<file path="config.mk">
export PLATFORM = sky130hd
export DESIGN_NAME = midi_cc_decoder_flat
export DESIGN_NICKNAME = d
export VERILOG_FILES = /design/src/common/synth_pkg.sv /design/src/common/param_wr_if.sv /design/src/midi_ctrl/midi_cc_decoder.sv /design/src/flat_wrapper.sv
export SDC_FILE = /design/constraint.sdc
export NUM_CORES = 1
export LEC_CHECK = 0
export ABC_AREA = 1
export BUFFER_PORTS_ARGS = -buffer_cell sky130_fd_sc_hd__buf_2
export CORE_AREA = 5 5 74 76
export CTS_BUF_LIST = sky130_fd_sc_hd__clkbuf_8
export DETAILED_ROUTE_END_ITERATION = 12
export DIE_AREA = 0 0 79 81
export PLACE_DENSITY = 0.43
export SETUP_SLACK_MARGIN = 0.1
export SYNTH_ARGS = -nofsm -noshare
export SYNTH_HDL_FRONTEND = slang
export SYNTH_SLANG_ARGS = --single-unit
export TNS_END_PERCENT = 20
</file>
<file path="constraint.sdc">
create_clock -name data_clk -period 1.4 [get_ports data_clk]
set_clock_uncertainty 0.05 [all_clocks]
set_input_delay 0.07 -clock data_clk [delete_from_list [all_inputs] [get_ports data_clk]]
set_output_delay 0.07 -clock data_clk [all_outputs]
set_load 0.02 [all_outputs]
</file>
<file path="src/common/synth_pkg.sv">
package synth_pkg;

    localparam int V_OSC    = 4;
    localparam int ADR_W    = 7;
    localparam int DATA_W   = 8;
    localparam int SAMPLE_W = 16;
    localparam int NAME_LEN = 16;

    // every oscillator and every matrix row owns 16 addresses
    localparam int OSC_SLICE = 16;

    // parameters scale a signal by value/128
    localparam int PRM_SHIFT = 7;
    localparam logic signed [DATA_W-1:0] PRM_MAX = 8'sd127;

    // four oscillator contributions need two extra bits plus headroom
    localparam int MIX_SUM_W = SAMPLE_W + 3;
    localparam logic signed [SAMPLE_W-1:0] SAMPLE_MAX = 16'sh7FFF;
    localparam logic signed [SAMPLE_W-1:0] SAMPLE_MIN = 16'sh8000;

    typedef enum logic [1:0] {
        BANK_OSC  = 2'd0,
        BANK_COM  = 2'd1,
        BANK_MAT1 = 2'd2,
        BANK_MAT2 = 2'd3
    } param_bank_e;

    localparam logic [3:0] OFS_LVL       = 4'd2;
    localparam logic [3:0] OFS_MOD_OUT   = 4'd3;
    localparam logic [3:0] OFS_FEEDB_OUT = 4'd4;
    localparam logic [3:0] OFS_PAN       = 4'd7;
    localparam logic [3:0] OFS_MOD_IN    = 4'd10;
    localparam logic [3:0] OFS_FEEDB_IN  = 4'd11;

    localparam logic [ADR_W-1:0] ADR_M_VOL     = 7'd1;
    localparam logic [ADR_W-1:0] ADR_NAME_BASE = 7'd16;

    localparam logic [DATA_W-1:0] RST_LVL_LOW   = 8'h40;
    localparam logic [DATA_W-1:0] RST_PAN       = 8'h40;
    localparam logic [DATA_W-1:0] RST_M_VOL     = 8'h40;
    localparam logic [DATA_W-1:0] RST_NAME_CHAR = 8'd32;

    localparam logic [3:0] MIDI_CHANNEL   = 4'd0;
    localparam logic [3:0] MIDI_STATUS_CC = 4'hB;
    localparam logic [7:0] MIDI_RT_MIN    = 8'hF8;

    localparam logic [6:0] CC_NRPN_MSB   = 7'd99;
    localparam logic [6:0] CC_NRPN_LSB   = 7'd98;
    localparam logic [6:0] CC_DATA_ENTRY = 7'd6;

    typedef enum logic [1:0] {
        CC_IDLE     = 2'd0,
        CC_WAIT_NUM = 2'd1,
        CC_WAIT_VAL = 2'd2
    } cc_state_e;

endpackage

</file>
<file path="src/common/param_wr_if.sv">
interface param_wr_if;
    import synth_pkg::*;

    param_bank_e               bank;
    logic [ADR_W-1:0]          adr;
    logic signed [DATA_W-1:0]  wdata;
    // one-cycle strobe, the register file takes every write
    logic                      write;

    modport source (
        output bank,
        output adr,
        output wdata,
        output write
    );

    modport sink (
        input bank,
        input adr,
        input wdata,
        input write
    );

endinterface

</file>
<file path="src/midi_ctrl/midi_cc_decoder.sv">
module midi_cc_decoder (
    input  logic        data_clk,
    input  logic        reset_data_N,
    input  logic [7:0]  midi_byte,
    input  logic        midi_valid,
    param_wr_if.source  wr
);
    import synth_pkg::*;

    cc_state_e  state;
    logic [6:0] cc_num;
    logic       is_realtime;
    logic       is_status;
    logic       is_cc_status;
    logic       num_byte;
    logic       val_byte;

    // realtime bytes may appear anywhere and leave the parser untouched
    assign is_realtime  = (midi_byte >= MIDI_RT_MIN);
    assign is_status    = midi_byte[7];
    assign is_cc_status = (midi_byte == {MIDI_STATUS_CC, MIDI_CHANNEL});

    assign num_byte = midi_valid && !is_status && (state == CC_WAIT_NUM);
    assign val_byte = midi_valid && !is_status && (state == CC_WAIT_VAL);

    always_ff @(posedge data_clk) begin
        if (!reset_data_N) begin
            state    <= CC_IDLE;
            wr.write <= 1'b0;
            wr.bank  <= BANK_OSC;
            wr.adr   <= '0;
        end else begin
            wr.write <= 1'b0;
            if (midi_valid && !is_realtime) begin
                if (is_status) begin
                    state <= is_cc_status ? CC_WAIT_NUM : CC_IDLE;
                end else begin
                    case (state)
                        CC_WAIT_NUM: begin
                            state <= CC_WAIT_VAL;
                        end
                        CC_WAIT_VAL: begin
                            // running status, the next data byte is a controller number
                            state <= CC_WAIT_NUM;
                            case (cc_num)
                                CC_NRPN_MSB: begin
                                    wr.bank <= param_bank_e'(midi_byte[1:0]);
                                end
                                CC_NRPN_LSB: begin
                                    wr.adr <= midi_byte[ADR_W-1:0];
                                end
                                CC_DATA_ENTRY: begin
                                    wr.write <= 1'b1;
                                end
                                default: ;
                            endcase
                        end
                        default: ;
                    endcase
                end
            end
        end
    end

    always_ff @(posedge data_clk) begin
        if (num_byte) begin
            cc_num <= midi_byte[6:0];
        end
        if (val_byte && (cc_num == CC_DATA_ENTRY)) begin
            wr.wdata <= {1'b0, midi_byte[6:0]};
        end
    end

    // a value byte is always preceded by a controller number byte
    a_write_single: assert property (
        @(posedge data_clk) disable iff (!reset_data_N)
        wr.write |=> !wr.write
    );

endmodule

</file>
<file path="src/flat_wrapper.sv">
// flat-port wrapper written by rule: the top's interface ports become plain ports
module midi_cc_decoder_flat import synth_pkg::*;
  (data_clk, reset_data_N, midi_byte, midi_valid, wr_bank, wr_adr, wr_wdata, wr_write);
  param_wr_if wr_i ();
  input  logic data_clk;
  input  logic reset_data_N;
  input  logic [7:0] midi_byte;
  input  logic midi_valid;
  output wire logic [$bits(wr_i.bank)-1:0] wr_bank;
  output wire logic [$bits(wr_i.adr)-1:0] wr_adr;
  output wire logic [$bits(wr_i.wdata)-1:0] wr_wdata;
  output wire logic [$bits(wr_i.write)-1:0] wr_write;
  assign wr_bank = wr_i.bank;
  assign wr_adr = wr_i.adr;
  assign wr_wdata = wr_i.wdata;
  assign wr_write = wr_i.write;
  midi_cc_decoder u_core (.data_clk(data_clk), .reset_data_N(reset_data_N), .midi_byte(midi_byte), .midi_valid(midi_valid), .wr(wr_i));
endmodule
</file>
==> key figures <==
Clock tree
  • Clock sinks: 26
  • Reg clk slew, reported paths: roughly 0.09 ns
  • Clk_lat worst skew: about 0.27 ns
  • TritonCTS buffer count: 3
  • CTS tree: built
  • Worst-case clock buffer depth: 2
  • Root Buffer: clkbuf_8
  • H-tree level count: 1

Logic synthesis
  • Syn Inst Count: 126
  • Mean Syn Cell Area: just over 9 um2
  • YS warnings: 0
  • Post-synthesis sequential area ratio: 57.5%
  • Yosys cell types: 19
  • Synth Register Bits: 26
  • Syn_nets: 137
  • Post-synthesis cell area: 1150 um2

Detailed routing
  • DRC: 0
  • Avg WL per Cell: 11.6 um
  • First-pass DRT Iterations: 4
  • Vias/cell: 4.26
  • Vias: about 940
  • Final wirelength: 2550 um
  • DRT iter0 DRCs: 35
  • Detail Route Antenna Nets: 0

Pwr
  • PwrDens: 872 nW/um2
  • Leak: between 0.6 and 0.7 nW
  • Peak supply drop: ~0.00033 V

Job
  • Max-cap violations: 0

Setup path
  • Required time worst endpoint: 1.31 ns
  • R2R Setup Slk: 0.009 ns
  • Critical Path AT: 1.30 ns
  • Reg2Reg Depth: 3
  • Setup Crit Path Kind: reg -> reg
  • Crit end category: register
  • Critical Path Fanout Max: 7
  • Startpoint types: register

Timing
  • Final setup TNS: 0 ns
  • Final Hold Slack: 0.0221 ns
  • Final Setup Violations: 0
  • Time the worst path needs with I/O delays and setup: approximately 1.4 ns
  • Setup ws final: 0.00874 ns
  • Count of final max-slew check failures: 0
  • Post-route clock period utilization: 99.4%
  • FMAX: 719 MHz
  • RSZ-0062 raised after global routing: yes
  • Final Hold Fails: 0

Finish
  • Most common cell after layout, fill and taps aside: buf_2
  • Diode count: 0
  • Post-route cell area: about 1500 um2
  • NumNets Final: 178
  • Share of cells above drive strength 1: 30.7%
  • Most frequent cells in the layout: buf_2, nand2_1, nor2_1
  • FILL cells: 483
  • Fin util: 32.2%
  • Area added between synthesis and finish: 30.6%

Global route
  • First-pass GRT wire length: between 4000 and 5000 um
  • Vias in the first global route: 967
  • Largest net degree at the start of global routing: 15
  • Overflow left after global routing: 0
  • Initial antenna violation count: 0
  • GRT Util Overall: 8.73%

Die
  • Core ar.: around 4700 um2
  • I/O pin cnt: 29
  • Starting Density: roughly 25%
  • Number of placement rows: 25
  • Die Width: a little under 80 um
  • Height of the die: 81 um
  • Die area: about 6400 um2

Status
  • Outcome: finished, final reports clean

Hold path
  • Min-Delay Path Class: in -> reg
  • Hold path cells: 1

Placed design
  • RD Place Congestion: 0.735
  • Final HPWL DP: roughly 2000 um
  • Dpl ws: 0.0292 ns
  • Port bufs: 27
  • Placement Cell Area: 1380 um2
## power by group
part,switching [W],internal (W),total [W]
clock network,0.000232,0.000196,0.000429
logic,0.0000476,0.0000303,0.0000778
registers,0.0000000598,0.000801,0.000801
## sequential cells by signal (all words and copies together), names as in the netlist
signal / cells
u_core.cc_num: 7
u_core.wr.bank: 2
u_core.wr.write: 1
u_core.wr.wdata: 7
u_core.wr.adr: 7
u_core.state: 2
## what timing repair did
action,in CTS,in global routing
endpoints found under the setup margin,14,17
resized for setup,1,1
hold buffers,5,0
pin swaps,16,7
hold endpoints to repair,10,0
setup buffers,1,1
## worst paths after layout
kind / startpoint / end
worst max-delay path: u_core.cc_num[5] / u_core.wr.wdata[0]
worst min-delay path: midi_byte[3] / u_core.wr.wdata[3]
worst max register to register: u_core.cc_num[5] / u_core.wr.wdata[0]
worst min register to register: u_core.wr.adr[4] / u_core.wr.adr[4]
## cell families (layout without fill, tap and decap cells)
| group | Yosys count | in the layout | synth area share, % |
|---|---|---|---|
| AO/OA/AOI/OAI | 3 | 3 | 1.53 |
| flip-flops | 26 | 26 | 57.5 |
| other | 1 | 1 | 0.326 |
| AND/OR/NAND/NOR | 77 | 77 | 34.1 |
| buffers and inverters | 19 | 59 | 6.54 |
## through the flow
| step | instances | power, W |
|---|---|---|
| detailed placement | 209 | 0.000887 |
| finish | 220 | 0.00131 |
| global route | 220 | 0.00136 |
| floorplan | 126 | 0.000856 |
| CTS | 219 | 0.00133 |
| global placement | 209 | 0.000887 |
## per-layer routing
layer,vias to the layer above,wire (um),GRT usage (%)
li1,485,-,-
met1,429,1170,10.6
met2,19,1260,15.0
met3,4,71,0.998
met4,0,41,5.15
met5,-,0,0
## Yosys cell counts
| cell | count | area share (%) |
|---|---|---|
| nand3_2 | 2 | 1.7 |
| nor3_4 | 1 | 1.4 |
| nand2_4 | 1 | 0.98 |
| nor2_1 | 24 | 7.8 |
| inv_2 | 2 | 0.65 |
| nand2_1 | 24 | 7.8 |
| o21bai_1 | 1 | 0.65 |
| nor3_1 | 5 | 2.2 |
| edfxtp_1 | 14 | 37 |
| a21oi_1 | 2 | 0.87 |
| nand4_1 | 1 | 0.55 |
| buf_1 | 1 | 0.33 |
| conb_1 | 1 | 0.33 |
| nand3_4 | 1 | 1.5 |
| inv_1 | 15 | 4.9 |
| nor2_4 | 4 | 3.9 |
| buf_4 | 1 | 0.65 |
| dfxtp_1 | 12 | 21 |
| nand3_1 | 14 | 6.1 |
## critical path, cell delays in order, from the launching register on
cell,delay [ns]
edfxtp_1,0.42
nor3_2,0.20
nand4_1,0.18
nor2_4,0.24
## area by class of cell
class	instances	area (um2)	share of cell area (%)
inverters	17	63.8	4.25
repair buffers	38	230	15.3
flip-flops and latches	26	661	44.0
clock inverters	1	3.75	0.250
clock buffers	3	41.3	2.75
multi-input cells	81	433	28.9
well taps	54	67.6	4.50
Power figures use the tool's default switching activity.
