--- config.mk ---
export PLATFORM = sky130hd
export DESIGN_NAME = voice_mixer
export DESIGN_NICKNAME = d
export VERILOG_FILES = /design/src/common/synth_pkg.sv /design/src/design/voice_mixer.sv
export SDC_FILE = /design/constraint.sdc
export NUM_CORES = 2
export LEC_CHECK = 0
export BUFFER_PORTS_ARGS = -buffer_cell sky130_fd_sc_hd__buf_2
export CAP_MARGIN = 20
export CORE_ASPECT_RATIO = 2
export CORE_MARGIN = 4
export CORE_UTILIZATION = 40
export DETAILED_ROUTE_END_ITERATION = 7
export GPL_ROUTABILITY_DRIVEN = 0
export PLACE_DENSITY = 0.57
export SYNTH_ARGS = -nofsm -noshare
export SYNTH_HDL_FRONTEND = slang
export SYNTH_SLANG_ARGS = --single-unit
--- constraint.sdc ---
create_clock -name data_clk -period 10.72 [get_ports data_clk]
set_clock_uncertainty 0.15 [all_clocks]
set_input_delay 0.536 -clock data_clk [delete_from_list [all_inputs] [get_ports data_clk]]
set_output_delay 0.536 -clock data_clk [all_outputs]
set_load 0.1 [all_outputs]
--- src/common/synth_pkg.sv ---
package synth_pkg;

    localparam int V_OSC    = 4;
    localparam int ADR_W    = 7;
    localparam int DATA_W   = 8;
    localparam int SAMPLE_W = 16;
    localparam int NAME_LEN = 16;

    // every oscillator and every matrix row owns 16 addresses
    localparam int OSC_SLICE = 16;

    // parameters scale a signal by value/128
    localparam int PRM_SHIFT = 7;
    localparam logic signed [DATA_W-1:0] PRM_MAX = 8'sd127;

    // four oscillator contributions need two extra bits plus headroom
    localparam int MIX_SUM_W = SAMPLE_W + 3;
    localparam logic signed [SAMPLE_W-1:0] SAMPLE_MAX = 16'sh7FFF;
    localparam logic signed [SAMPLE_W-1:0] SAMPLE_MIN = 16'sh8000;

    typedef enum logic [1:0] {
        BANK_OSC  = 2'd0,
        BANK_COM  = 2'd1,
        BANK_MAT1 = 2'd2,
        BANK_MAT2 = 2'd3
    } param_bank_e;

    localparam logic [3:0] OFS_LVL       = 4'd2;
    localparam logic [3:0] OFS_MOD_OUT   = 4'd3;
    localparam logic [3:0] OFS_FEEDB_OUT = 4'd4;
    localparam logic [3:0] OFS_PAN       = 4'd7;
    localparam logic [3:0] OFS_MOD_IN    = 4'd10;
    localparam logic [3:0] OFS_FEEDB_IN  = 4'd11;

    localparam logic [ADR_W-1:0] ADR_M_VOL     = 7'd1;
    localparam logic [ADR_W-1:0] ADR_NAME_BASE = 7'd16;

    localparam logic [DATA_W-1:0] RST_LVL_LOW   = 8'h40;
    localparam logic [DATA_W-1:0] RST_PAN       = 8'h40;
    localparam logic [DATA_W-1:0] RST_M_VOL     = 8'h40;
    localparam logic [DATA_W-1:0] RST_NAME_CHAR = 8'd32;

    localparam logic [3:0] MIDI_CHANNEL   = 4'd0;
    localparam logic [3:0] MIDI_STATUS_CC = 4'hB;
    localparam logic [7:0] MIDI_RT_MIN    = 8'hF8;

    localparam logic [6:0] CC_NRPN_MSB   = 7'd99;
    localparam logic [6:0] CC_NRPN_LSB   = 7'd98;
    localparam logic [6:0] CC_DATA_ENTRY = 7'd6;

    typedef enum logic [1:0] {
        CC_IDLE     = 2'd0,
        CC_WAIT_NUM = 2'd1,
        CC_WAIT_VAL = 2'd2
    } cc_state_e;

endpackage

--- src/design/voice_mixer.sv ---
module voice_mixer (
    input  logic                                  data_clk,
    input  logic                                  reset_data_N,
    input  logic signed [synth_pkg::SAMPLE_W-1:0] osc_sample [synth_pkg::V_OSC],
    input  logic                                  sample_valid,
    input  logic signed [synth_pkg::DATA_W-1:0]   osc_lvl [synth_pkg::V_OSC],
    input  logic signed [synth_pkg::DATA_W-1:0]   osc_pan [synth_pkg::V_OSC],
    input  logic signed [synth_pkg::DATA_W-1:0]   m_vol,
    output logic signed [synth_pkg::SAMPLE_W-1:0] left_out,
    output logic signed [synth_pkg::SAMPLE_W-1:0] right_out,
    output logic                                  out_valid
);
    import synth_pkg::*;

    logic signed [SAMPLE_W+DATA_W-1:0]  lvl_prod [V_OSC];
    logic signed [SAMPLE_W-1:0]         voice_s1 [V_OSC];
    logic signed [DATA_W-1:0]           pan_s1   [V_OSC];
    logic signed [DATA_W-1:0]           vol_s1;
    logic                               valid_s1;
    logic signed [MIX_SUM_W-1:0]        acc_l;
    logic signed [MIX_SUM_W-1:0]        acc_r;
    logic signed [MIX_SUM_W-1:0]        sum_l_s2;
    logic signed [MIX_SUM_W-1:0]        sum_r_s2;
    logic signed [DATA_W-1:0]           vol_s2;
    logic                               valid_s2;
    logic signed [MIX_SUM_W+DATA_W-1:0] vol_l;
    logic signed [MIX_SUM_W+DATA_W-1:0] vol_r;

    // negative parameters count as zero
    function automatic logic signed [DATA_W-1:0] clamp_prm(input logic signed [DATA_W-1:0] p);
        return p[DATA_W-1] ? '0 : p;
    endfunction

    function automatic logic signed [SAMPLE_W-1:0] sat_sample(
        input logic signed [MIX_SUM_W+DATA_W-1:0] v
    );
        if (v > SAMPLE_MAX) begin
            return SAMPLE_MAX;
        end else if (v < SAMPLE_MIN) begin
            return SAMPLE_MIN;
        end
        return v[SAMPLE_W-1:0];
    endfunction

    always_comb begin
        for (int i = 0; i < V_OSC; i++) begin
            lvl_prod[i] = osc_sample[i] * clamp_prm(osc_lvl[i]);
        end
    end

    always_ff @(posedge data_clk) begin
        if (sample_valid) begin
            for (int i = 0; i < V_OSC; i++) begin
                voice_s1[i] <= SAMPLE_W'(lvl_prod[i] >>> PRM_SHIFT);
                pan_s1[i]   <= clamp_prm(osc_pan[i]);
            end
            vol_s1 <= clamp_prm(m_vol);
        end
    end

    always_comb begin : pan_sum
        logic signed [SAMPLE_W+DATA_W-1:0] prod_l;
        logic signed [SAMPLE_W+DATA_W-1:0] prod_r;
        acc_l = '0;
        acc_r = '0;
        for (int i = 0; i < V_OSC; i++) begin
            prod_l = voice_s1[i] * (PRM_MAX - pan_s1[i]);
            prod_r = voice_s1[i] * pan_s1[i];
            acc_l  = acc_l + MIX_SUM_W'(prod_l >>> PRM_SHIFT);
            acc_r  = acc_r + MIX_SUM_W'(prod_r >>> PRM_SHIFT);
        end
    end

    always_ff @(posedge data_clk) begin
        if (valid_s1) begin
            sum_l_s2 <= acc_l;
            sum_r_s2 <= acc_r;
            vol_s2   <= vol_s1;
        end
    end

    assign vol_l = (sum_l_s2 * vol_s2) >>> PRM_SHIFT;
    assign vol_r = (sum_r_s2 * vol_s2) >>> PRM_SHIFT;

    always_ff @(posedge data_clk) begin
        if (valid_s2) begin
            left_out  <= sat_sample(vol_l);
            right_out <= sat_sample(vol_r);
        end
    end

    always_ff @(posedge data_clk) begin
        if (!reset_data_N) begin
            valid_s1  <= 1'b0;
            valid_s2  <= 1'b0;
            out_valid <= 1'b0;
        end else begin
            valid_s1  <= sample_valid;
            valid_s2  <= valid_s1;
            out_valid <= valid_s2;
        end
    end

    a_latency_fwd: assert property (
        @(posedge data_clk) disable iff (!reset_data_N)
        sample_valid |-> ##3 out_valid
    );

    a_latency_back: assert property (
        @(posedge data_clk) disable iff (!reset_data_N)
        out_valid |-> $past(sample_valid, 3)
    );

endmodule

==> flow_summary_export.csv <==
group,metric,value,unit
sta,tns,0,ns
min_path,hold_path_class,"input port to register",
clock_network,clk_pin_slew,0.09,ns
yosys,ys_seq_area_share,8.44,%
critical_path,crit_family,"adder cells",
sta,min_period,8.92,ns
final_layout,ff_latch_area,5350,sq um
final_layout,nFillCells,15500,
yosys,synth_area_leaders,"fa_1 40%, ha_1 13%, inv_1 9.3%",
yosys,synth_top_area_share,40.2,%
clock_network,cts_tree,"built",
final_layout,area_delta_synth_final,6.16,%
yosys,synth_cells,6751,
die,die_h,571,um
sta,post-route-period-util,83.2,%
detailed_routing,viasPerCell,4.94,
critical_path,path_class,"register to register",
sta,max_freq,112,MHz
clock_network,cts_num_sinks,179,
placement,hpwlAfterDp,135,mm
sta,slew_headroom,28.7,%
grt,grt_pass1_vias,49900,
die,initial_core_util,40.2,%
sta,setup-violations-final,0,
detailed_routing,via_count,43900,
grt,grt_start_max_net_pins,53,
yosys,synth-edff-count,176,
detailed_routing,drc,0,
final_layout,stdcell_area,67300,sq um
detailed_routing,detail-route-antenna-nets,0,
detailed_routing,wl_per_cell,17.9,um
clock_network,clock_latency,0.57,ns
yosys,syn-cell-area,63400,sq um
clock_network,cts_root_buf,"clkbuf_16",
sta,rsz0062_at_grt,"false",
yosys,synth_seq_cells,179,
critical_path,critPathMaxStageDelay,0.90,ns
sta,hold_violations,0,
flow_run,cap_violations,0,
detailed_routing,wirelength,159,mm
final_layout,multi_input_area,51300,sq um
critical_path,reg2reg_depth,30,
critical_path,crit_path_max_fanout,21,
grt,grt_pass1_wl,260,mm
final_layout,nets,8884,
clock_network,cts_buffer_depth,3,
clock_network,cts.htree.levels,4,
grt,globalRouteTotalUtil,20.0,%
die,rows,206,
final_layout,drive_gt1_share,4.46,%
clock_network,holdBufCountCts,0,
sta,tightestPinTransition,1.07,ns
die,fp.dieW,289,um
die,core_region_area,157000,sq um
critical_path,cp_data_arrival_time,9.10,ns
min_path,min_delay_path_depth,2,
critical_path,path_buf_inv,7,
sta,maxSlewViolCount,0,
yosys,synth_common_cells,"1569 x inv_1, 1274 x fa_1, 854 x and2_1",
clock_network,post_cts_resized,0,
critical_path,slowest_stage,"edfxtp_1",
yosys,synth_top_cell_by_area,"fa_1",
detailed_routing,drtPass1Iterations,6,
placement,io_buffers,171,
grt,antenna_found_initial,8,
yosys,synth_area_per_cell,9.39,sq um
run_status,status,"complete, no violations",
critical_path,end_kind,"register",
yosys,synth_nets,8832,
yosys,yosysMostFrequentCell,"inv_1",
yosys,synth.distinct_cells,84,
grt,overflow,0,
clock_network,cts_made_buffers,25,
critical_path,required,10.90,ns
yosys,ys_warn_count,0,
critical_path,cp-start-kind,"register",
placement,placed_cell_area,66400,sq um
yosys,ys_async_sr_fraction,0,%
die,die-area,165000,sq um
detailed_routing,drtIter0Drc,1384,
critical_path,cp_num_cells,30,
die,ios,172,
yosys,ys.flop_type,"edfxtp_1",
clock_network,postCtsSetupBuffers,0,
## state kept, by name, summed over array words and instances (netlist names)
| signal | count |
|---|---|
| vol_s2 | 7 |
| sum_r_s2 | 19 |
| sum_l_s2 | 19 |
| vol_s1 | 7 |
| voice_s1 | 64 |
| pan_s1 | 28 |
| valid_s2 | 1 |
| left_out | 16 |
| valid_s1 | 1 |
| right_out | 16 |
| out_valid | 1 |
## per-layer routing
metal / track usage [%] / vias up / routed length, um
li1: - / 20300 / -
met1: 19.9 / 22500 / 54900
met3: 1.50 / 339 / 3620
met4: 10.4 / 12 / 9580
met2: 40.4 / 704 / 91100
met5: 0 / - / 69
## path summary, 6_finish.rpt
check                    start  slack, ns            to
hold reg to reg      vol_s1[5]       0.24     vol_s2[5]
setup / recovery  pan_s1[3][3]       1.80  sum_r_s2[18]
hold / removal    reset_data_N       0.11     out_valid
setup reg to reg  pan_s1[3][3]       1.80  sum_r_s2[18]
## per-stage QoR
step	utilization, %	instances	hold slack (ns)	setup slack (ns)
3_3_place_gp	42.2	8844	0.261	1.91
4_1_cts	42.6	8877	0.0862	1.86
6_report	42.7	8890	0.111	1.80
3_5_place_dp	42.2	8844	0.256	1.86
2_1_floorplan	-	6751	0.250	3.16
5_1_grt	42.7	8890	0.103	1.34
## cell type report
cell class	instances	share of cell area, %
Antenna cell	1	0.00372
Clock buffer	28	0.947
Clock inverter	5	0.0428
Inverter	1569	8.75
Multi-Input combinational cell	4795	76.3
Sequential cell	179	7.95
Tap cell	2080	3.87
Timing Repair Buffer	233	2.13
## worst register-to-register path, delay by kind of cell (launching register included)
kind,cells,cell delay [ns]
xor+xnor,1,0.16
compound gates,9,2.65
fa+ha+maj,8,3.61
flops,1,0.90
buf+inv,7,0.68
simple gates,5,0.56
## cell usage in the layout (no fill, tap or decap), types with 79 or more instances in the layout
| cell type | count |
|---|---|
| a21o_1 | 79 |
| a21oi_1 | 142 |
| and2_1 | 854 |
| buf_2 | 170 |
| edfxtp_1 | 176 |
| fa_1 | 1274 |
| ha_1 | 668 |
| inv_1 | 1569 |
| nand2_1 | 356 |
| nand2b_1 | 231 |
| nor2_1 | 164 |
| nor2b_1 | 321 |
| xnor2_1 | 199 |
| xor2_1 | 81 |
## cells by family after synthesis
logic type	share of synthesized area [%]
compound gates	4.94
xor+xnor	3.90
fa+ha+maj	53.4
buf+inv	10.6
flops	8.44
mux	0.0158
simple gates	18.7
Power is left out: the tool's default activity adds up to more than one toggle a clock period on the data nets, which glitch-free logic cannot reach.
