===== config.mk =====
export PLATFORM = sky130hd
export DESIGN_NAME = midi_ctrl_data_flat
export DESIGN_NICKNAME = d
export VERILOG_FILES = /design/src/common/synth_pkg.sv /design/src/common/param_wr_if.sv /design/src/midi_ctrl/midi_ctrl_data.sv /design/src/flat_wrapper.sv
export SDC_FILE = /design/constraint.sdc
export NUM_CORES = 2
export LEC_CHECK = 0
export ABC_AREA = 1
export BUFFER_PORTS_ARGS = -buffer_cell sky130_fd_sc_hd__clkbuf_2
export CORE_MARGIN = 2
export CORE_UTILIZATION = 39
export DETAILED_ROUTE_END_ITERATION = 12
export PLACE_DENSITY = 0.59
export SLEW_MARGIN = 20
export SYNTH_ARGS = -nofsm -noshare
export SYNTH_HDL_FRONTEND = slang
export SYNTH_SLANG_ARGS = --single-unit

===== constraint.sdc =====
create_clock -name data_clk -period 2.3 [get_ports data_clk]
set_input_delay 0 -clock data_clk [delete_from_list [all_inputs] [get_ports data_clk]]
set_output_delay 0 -clock data_clk [all_outputs]
set_load 0.01 [all_outputs]

===== src/common/synth_pkg.sv =====
package synth_pkg;

    localparam int V_OSC    = 4;
    localparam int ADR_W    = 7;
    localparam int DATA_W   = 8;
    localparam int SAMPLE_W = 16;
    localparam int NAME_LEN = 16;

    // every oscillator and every matrix row owns 16 addresses
    localparam int OSC_SLICE = 16;

    // parameters scale a signal by value/128
    localparam int PRM_SHIFT = 7;
    localparam logic signed [DATA_W-1:0] PRM_MAX = 8'sd127;

    // four oscillator contributions need two extra bits plus headroom
    localparam int MIX_SUM_W = SAMPLE_W + 3;
    localparam logic signed [SAMPLE_W-1:0] SAMPLE_MAX = 16'sh7FFF;
    localparam logic signed [SAMPLE_W-1:0] SAMPLE_MIN = 16'sh8000;

    typedef enum logic [1:0] {
        BANK_OSC  = 2'd0,
        BANK_COM  = 2'd1,
        BANK_MAT1 = 2'd2,
        BANK_MAT2 = 2'd3
    } param_bank_e;

    localparam logic [3:0] OFS_LVL       = 4'd2;
    localparam logic [3:0] OFS_MOD_OUT   = 4'd3;
    localparam logic [3:0] OFS_FEEDB_OUT = 4'd4;
    localparam logic [3:0] OFS_PAN       = 4'd7;
    localparam logic [3:0] OFS_MOD_IN    = 4'd10;
    localparam logic [3:0] OFS_FEEDB_IN  = 4'd11;

    localparam logic [ADR_W-1:0] ADR_M_VOL     = 7'd1;
    localparam logic [ADR_W-1:0] ADR_NAME_BASE = 7'd16;

    localparam logic [DATA_W-1:0] RST_LVL_LOW   = 8'h40;
    localparam logic [DATA_W-1:0] RST_PAN       = 8'h40;
    localparam logic [DATA_W-1:0] RST_M_VOL     = 8'h40;
    localparam logic [DATA_W-1:0] RST_NAME_CHAR = 8'd32;

    localparam logic [3:0] MIDI_CHANNEL   = 4'd0;
    localparam logic [3:0] MIDI_STATUS_CC = 4'hB;
    localparam logic [7:0] MIDI_RT_MIN    = 8'hF8;

    localparam logic [6:0] CC_NRPN_MSB   = 7'd99;
    localparam logic [6:0] CC_NRPN_LSB   = 7'd98;
    localparam logic [6:0] CC_DATA_ENTRY = 7'd6;

    typedef enum logic [1:0] {
        CC_IDLE     = 2'd0,
        CC_WAIT_NUM = 2'd1,
        CC_WAIT_VAL = 2'd2
    } cc_state_e;

endpackage


===== src/common/param_wr_if.sv =====
interface param_wr_if;
    import synth_pkg::*;

    param_bank_e               bank;
    logic [ADR_W-1:0]          adr;
    logic signed [DATA_W-1:0]  wdata;
    // one-cycle strobe, the register file takes every write
    logic                      write;

    modport source (
        output bank,
        output adr,
        output wdata,
        output write
    );

    modport sink (
        input bank,
        input adr,
        input wdata,
        input write
    );

endinterface


===== src/midi_ctrl/midi_ctrl_data.sv =====
module midi_ctrl_data (
    input  logic                                data_clk,
    input  logic                                reset_data_N,
    param_wr_if.sink                            wr,
    input  synth_pkg::param_bank_e              rd_bank,
    input  logic [synth_pkg::ADR_W-1:0]         rd_adr,
    input  logic                                read,
    output logic signed [synth_pkg::DATA_W-1:0] rd_data,
    output logic                                rd_valid,
    output logic signed [synth_pkg::DATA_W-1:0] osc_lvl [synth_pkg::V_OSC],
    output logic signed [synth_pkg::DATA_W-1:0] osc_pan [synth_pkg::V_OSC],
    output logic signed [synth_pkg::DATA_W-1:0] m_vol
);
    import synth_pkg::*;

    logic signed [DATA_W-1:0] osc_mod_out   [V_OSC];
    logic signed [DATA_W-1:0] osc_feedb_out [V_OSC];
    logic signed [DATA_W-1:0] osc_mod_in    [V_OSC];
    logic signed [DATA_W-1:0] osc_feedb_in  [V_OSC];
    logic signed [DATA_W-1:0] mat_buf1      [V_OSC][OSC_SLICE];
    logic signed [DATA_W-1:0] mat_buf2      [V_OSC][OSC_SLICE];
    logic        [DATA_W-1:0] patch_name    [NAME_LEN];

    logic [$clog2(V_OSC)-1:0]     wr_osc;
    logic [$clog2(OSC_SLICE)-1:0] wr_ofs;
    logic [$clog2(V_OSC)-1:0]     rd_osc;
    logic [$clog2(OSC_SLICE)-1:0] rd_ofs;
    logic signed [DATA_W-1:0]     rd_word;

    function automatic logic name_hit(input logic [ADR_W-1:0] a);
        return (a >= ADR_NAME_BASE) && (a < ADR_NAME_BASE + ADR_W'(NAME_LEN));
    endfunction

    function automatic logic [$clog2(NAME_LEN)-1:0] name_idx(input logic [ADR_W-1:0] a);
        logic [ADR_W-1:0] d;
        d = a - ADR_NAME_BASE;
        return d[$clog2(NAME_LEN)-1:0];
    endfunction

    // oscillator number sits in adr 5:4, adr 6 set is past the last slice
    assign wr_osc = wr.adr[5:4];
    assign wr_ofs = wr.adr[3:0];
    assign rd_osc = rd_adr[5:4];
    assign rd_ofs = rd_adr[3:0];

    always_ff @(posedge data_clk) begin
        if (!reset_data_N) begin
            for (int i = 0; i < V_OSC; i++) begin
                osc_lvl[i]       <= (i < 2) ? RST_LVL_LOW : '0;
                osc_mod_out[i]   <= '0;
                osc_feedb_out[i] <= '0;
                osc_pan[i]       <= RST_PAN;
                osc_mod_in[i]    <= '0;
                osc_feedb_in[i]  <= '0;
                for (int s = 0; s < OSC_SLICE; s++) begin
                    mat_buf1[i][s] <= '0;
                    mat_buf2[i][s] <= '0;
                end
            end
            m_vol <= RST_M_VOL;
            for (int n = 0; n < NAME_LEN; n++) begin
                patch_name[n] <= RST_NAME_CHAR;
            end
        end else if (wr.write) begin
            case (wr.bank)
                BANK_OSC: begin
                    if (!wr.adr[ADR_W-1]) begin
                        case (wr_ofs)
                            OFS_LVL:       osc_lvl[wr_osc]       <= wr.wdata;
                            OFS_MOD_OUT:   osc_mod_out[wr_osc]   <= wr.wdata;
                            OFS_FEEDB_OUT: osc_feedb_out[wr_osc] <= wr.wdata;
                            OFS_PAN:       osc_pan[wr_osc]       <= wr.wdata;
                            OFS_MOD_IN:    osc_mod_in[wr_osc]    <= wr.wdata;
                            OFS_FEEDB_IN:  osc_feedb_in[wr_osc]  <= wr.wdata;
                            default: ;
                        endcase
                    end
                end
                BANK_COM: begin
                    if (wr.adr == ADR_M_VOL) begin
                        m_vol <= wr.wdata;
                    end else if (name_hit(wr.adr)) begin
                        patch_name[name_idx(wr.adr)] <= wr.wdata;
                    end
                end
                BANK_MAT1: begin
                    if (!wr.adr[ADR_W-1]) begin
                        mat_buf1[wr_osc][wr_ofs] <= wr.wdata;
                    end
                end
                BANK_MAT2: begin
                    if (!wr.adr[ADR_W-1]) begin
                        mat_buf2[wr_osc][wr_ofs] <= wr.wdata;
                    end
                end
                default: ;
            endcase
        end
    end

    // anything outside the map reads as zero
    always_comb begin
        rd_word = '0;
        case (rd_bank)
            BANK_OSC: begin
                if (!rd_adr[ADR_W-1]) begin
                    case (rd_ofs)
                        OFS_LVL:       rd_word = osc_lvl[rd_osc];
                        OFS_MOD_OUT:   rd_word = osc_mod_out[rd_osc];
                        OFS_FEEDB_OUT: rd_word = osc_feedb_out[rd_osc];
                        OFS_PAN:       rd_word = osc_pan[rd_osc];
                        OFS_MOD_IN:    rd_word = osc_mod_in[rd_osc];
                        OFS_FEEDB_IN:  rd_word = osc_feedb_in[rd_osc];
                        default:       rd_word = '0;
                    endcase
                end
            end
            BANK_COM: begin
                if (rd_adr == ADR_M_VOL) begin
                    rd_word = m_vol;
                end else if (name_hit(rd_adr)) begin
                    rd_word = patch_name[name_idx(rd_adr)];
                end
            end
            BANK_MAT1: begin
                if (!rd_adr[ADR_W-1]) begin
                    rd_word = mat_buf1[rd_osc][rd_ofs];
                end
            end
            BANK_MAT2: begin
                if (!rd_adr[ADR_W-1]) begin
                    rd_word = mat_buf2[rd_osc][rd_ofs];
                end
            end
            default: ;
        endcase
    end

    always_ff @(posedge data_clk) begin
        if (!reset_data_N) begin
            rd_valid <= 1'b0;
        end else begin
            rd_valid <= read;
        end
    end

    always_ff @(posedge data_clk) begin
        if (read) begin
            rd_data <= rd_word;
        end
    end

    a_rd_valid_after_read: assert property (
        @(posedge data_clk) disable iff (!reset_data_N)
        rd_valid |-> $past(read)
    );

endmodule


===== src/flat_wrapper.sv =====
// flat-port wrapper written by rule: the top's interface ports become plain ports
module midi_ctrl_data_flat import synth_pkg::*;
  (data_clk, reset_data_N, rd_bank, rd_adr, read, rd_data, rd_valid, osc_lvl, osc_pan, m_vol, wr_bank, wr_adr, wr_wdata, wr_write);
  param_wr_if wr_i ();
  input  logic data_clk;
  input  logic reset_data_N;
  input  synth_pkg::param_bank_e rd_bank;
  input  logic [synth_pkg::ADR_W-1:0] rd_adr;
  input  logic read;
  output logic signed [synth_pkg::DATA_W-1:0] rd_data;
  output logic rd_valid;
  output logic signed [synth_pkg::DATA_W-1:0] osc_lvl[synth_pkg::V_OSC];
  output logic signed [synth_pkg::DATA_W-1:0] osc_pan[synth_pkg::V_OSC];
  output logic signed [synth_pkg::DATA_W-1:0] m_vol;
  input wire logic [$bits(wr_i.bank)-1:0] wr_bank;
  input wire logic [$bits(wr_i.adr)-1:0] wr_adr;
  input wire logic [$bits(wr_i.wdata)-1:0] wr_wdata;
  input wire logic [$bits(wr_i.write)-1:0] wr_write;
  assign wr_i.bank = wr_bank;
  assign wr_i.adr = wr_adr;
  assign wr_i.wdata = wr_wdata;
  assign wr_i.write = wr_write;
  midi_ctrl_data u_core (.data_clk(data_clk), .reset_data_N(reset_data_N), .wr(wr_i), .rd_bank(rd_bank), .rd_adr(rd_adr), .read(read), .rd_data(rd_data), .rd_valid(rd_valid), .osc_lvl(osc_lvl), .osc_pan(osc_pan), .m_vol(m_vol));
endmodule

==> metrics.md <==
| Metric | Value |
|---|---|
| Status | `finished clean` |
| First-pass GRT wire length | `just under 300000 um` |
| Synth Area per Inst | `around 8.9 um2` |
| Total CTS buffers | `145` |
| 1st-iter DRT viols | `between 5000 and 6000` |
| Min cycle time layout | `2.255 ns` |
| Core region area | `162400 um2` |
| Slew Viols, Final | `0` |
| Row count | `148` |
| Io pins | `111` |
| Share of cells above drive strength 1 | `11.16%` |
| Part of the Yosys area used for sequential elements | `a little over three fifths` |
| Post-route ant nets | `0` |
| R2r setup slk | `around 0.070 ns` |
| Post-route setup slack | `around 0.045 ns` |
| Placed Cells | `9463` |
| Pre-CTS setup slack | `-0.1000 ns` |
| WP data required | `2.74 ns` |
| Final routed DRC violation total | `0` |
| Buf+Inv Stages, Crit Path | `5` |
| Synth warnings | `0` |
| Die Ht | `~410 um` |
| Routed len/inst | `just over 20 um` |
| Post-synthesis cell area | `63690 um2` |
| Max-slew headroom | `35.01%` |
| Filler cells | `roughly 15000` |
| LEAKAGE | `between 30 and 40 nW` |
| Maximum fanout along the worst path | `8` |
| GRT Overall Usage | `23.40%` |
| Clock sinks | `1361` |
| Pin count of the biggest net entering global routing | `132` |
| FF-to-FF Start | `u_core.mat_buf1[0][57]$_SDFFCE_PN0P_` |
| Multi-input gate area | `19560 um2` |
| Area Overhead vs Synth | `16.83%` |
| Cell breakdown of the critical path | `dlygate4sd3_1 > clkbuf_2 > nor2_1 > inv_1 > dlygate4sd3_1 > nor2_1 > inv_1 > nor2_1 > nand2_1 > nand2_1` |
| Crit path largest cell delay | `about 0.60 ns` |
| PortBufs | `between 100 and 150` |
| Worst reg2reg endpoint | `u_core.rd_data[1]$_DFFE_PP_` |
| Overall power | `~56 mW` |
| Fin crit share | `98.06%` |
| Crit path max-delay family | `buffers and inverters` |
| Skew final | `0.02773 ns` |
| Placer Congestion | `0.9176` |
| Remaining global-route overflow | `0` |
| CP endpoint kind | `flip-flop` |
| Max-cap violations | `0` |
| Max H-tree Level | `4` |
| Worst Setup SP | `wr_adr[0]` |
| PwrDens | `756.9 nW/um2` |
| CTS root buffer | `clkbuf_16` |
| Non-Filler Cell Area, Final | `74410 um2` |
| Worst-margin pin slew | `0.9712 ns` |
| Top achievable clock speed | `0.4434 GHz` |
| Clock latency on the worst-skew pair | `0.79 ns` |
| Levels on crit path | `10` |
| CP endpoint | `u_core.mat_buf1[0][14]$_SDFFCE_PN0P_` |
| Initial Utilization | `39.22%` |
| Critical path arrival | `2.70 ns` |
| Die X | `408.1 um` |
| Placed cell areas | `69490 um2` |
| Utilization after layout | `45.82%` |
| Synthesized flop and latch total | `roughly 1400` |
| Syn nets | `7184` |
| Peak VDD IR | `0.7941 mV` |
| Deepest clock path buffer count | `3` |
| Syn Inst Count | `7154` |
| Setup violations, final | `0` |
| RSZ-0062 raised after global routing | `yes` |
| Hold Crit Class | `input pin to flip-flop` |
| Worst path slowest cell | `dlygate4sd3_1` |
| TritonCTS clock tree | `yes` |
| Pre-antenna DRT Iters | `6` |
| Vias in the first global route | `48564` |
| Clock slew at reported path FFs | `about 0.06 ns` |
| Setup CP Type | `input pin to flip-flop` |
| Yosys cell types | `30` |
| Nets | `7502` |
| Hold_ws | `0.02784 ns` |
| Die area | `166600 um2` |
| Worst reg2reg path depth | `13` |
| Post-DP HPWL | `roughly 130000 um` |
| Final hold vios | `0` |
| Register area | `40140 um2` |
| Cell mode on critical path | `nor2_1` |
| Via/cell ratio | `approximately 5.2` |
| Initial antenna violation count | `5` |
| Finished Layout Cells | `slightly below 10000` |
| Vias | `50393` |
| CP startpoint kind | `input pin` |
| Setup total negative slack | `0 ns` |
| Post-Route WL | `197800 um` |
## state kept, by name, summed over array words and instances (netlist names), 32 cells and up
signal,cells
u_core.osc_mod_out,32
u_core.patch_name,128
u_core.osc_mod_in,32
u_core.osc_feedb_in,32
u_core.osc_feedb_out,32
u_core.mat_buf2,512
u_core.osc_pan,32
u_core.mat_buf1,512
u_core.osc_lvl,32
## repair_timing
action	4_1_cts	5_1_grt
setup buffers	0	0
hold buffers	37	0
hold endpoints to repair	597	0
gates resized for setup	0	26
setup endpoints to repair	0	147
## tightest hold or removal path, delay by kind of cell
family                 cells  cell delay (ns)
buffers and inverters      2             0.33
AND/OR/NAND/NOR            3             0.30
## power by group
group	leakage (nW)	total [mW]	switching (mW)	internal, mW
Sequential	12.8	28.6	0.347	28.2
Clock	2.18	22.6	9.90	12.7
Combinational	15.8	5.18	3.68	1.51
Total	30.8	56.3	13.9	42.4
## layout make-up
| type | count | area share (%) |
|---|---|---|
| Antenna cell | 2 | 0.006726 |
| Tap cell | 2175 | 3.657 |
| Clock buffer | 198 | 5.341 |
| Clock inverter | 65 | 0.6642 |
| Timing Repair Buffer | 620 | 7.305 |
| Inverter | 538 | 2.800 |
| Sequential cell | 1361 | 53.94 |
| Multi-Input combinational cell | 4806 | 26.28 |
## kinds of logic after synthesis
family	Yosys count	share of synthesized area, %
mux	6	0.09430
buf+inv	987	6.428
simple gates	4109	24.82
compound gates	691	5.638
flops	1361	63.02
## per-layer routing
layer	part of all wire [%]	up-vias	global-route usage (%)
met1	42	24257	31.69
met5	0.015	-	0
met2	46	2090	37.67
met3	8.2	359	3.926
li1	-	23683	-
met4	3.6	4	8.831
## synth_stat cells (all sizes together)
cell / instances / area [um2]
a21o: 1 / 7.510
a21oi: 112 / 560.5
buf: 184 / 1076
clkbuf: 265 / 996.0
clkinv: 4 / 15.01
dfxtp: 73 / 1461
edfxtp: 1288 / 38680
inv: 534 / 2007
mux2i: 6 / 60.06
nand2: 1832 / 6877
nand3: 189 / 950.9
nand4: 15 / 93.84
nor2: 2050 / 7725
nor3: 8 / 65.06
o2111ai: 2 / 17.52
o211ai: 22 / 165.2
o21ai: 504 / 2522
o221ai: 2 / 17.52
o22ai: 48 / 300.3
or2: 15 / 93.84
## cell usage in the layout, fill, tap and decap left out, types with 2 or more instances in the layout
cell / count
clkinv_8: 3
nand3_1: 188
a21oi_1: 112
diode_2: 2
o21ai_0: 474
clkinv_1: 35
inv_1: 519
o21ai_1: 30
nor2_2: 13
nand2_2: 21
buf_8: 3
clkbuf_2: 107
dfxtp_1: 73
clkbuf_1: 44
buf_4: 399
o221ai_1: 2
nor2_1: 2032
inv_6: 13
clkinv_2: 18
nor2_4: 5
edfxtp_1: 1288
nor3_1: 3
o2111ai_1: 2
nand4_1: 15
mux2i_1: 6
clkbuf_16: 150
buf_12: 73
inv_2: 5
nor3_2: 5
bufinv_16: 5
nand2_1: 1810
o22ai_1: 48
o211ai_1: 22
or2_2: 15
dlygate4sd3_1: 37
clkbuf_8: 4
inv_16: 3
## how the worst min path moves through the flow
stage	from	end	slack [ns]	cells after the start
floorplan	read	u_core.rd_valid$_SDFF_PN0_	0.1	2
global placement	wr_wdata[2]	u_core.osc_lvl[2]$_SDFFE_PN0P_	0.36	3
detailed placement	wr_wdata[6]	u_core.m_vol[6]$_SDFFE_PN1P_	0.37	3
CTS	wr_adr[1]	u_core.osc_lvl[28]$_SDFFE_PN0P_	0.006	9
global route	wr_adr[4]	u_core.mat_buf2[2][110]$_SDFFCE_PN0P_	0.05	5
finish	wr_adr[4]	u_core.mat_buf2[2][104]$_SDFFCE_PN0P_	0.03	5
Power figures use the tool's default switching activity.
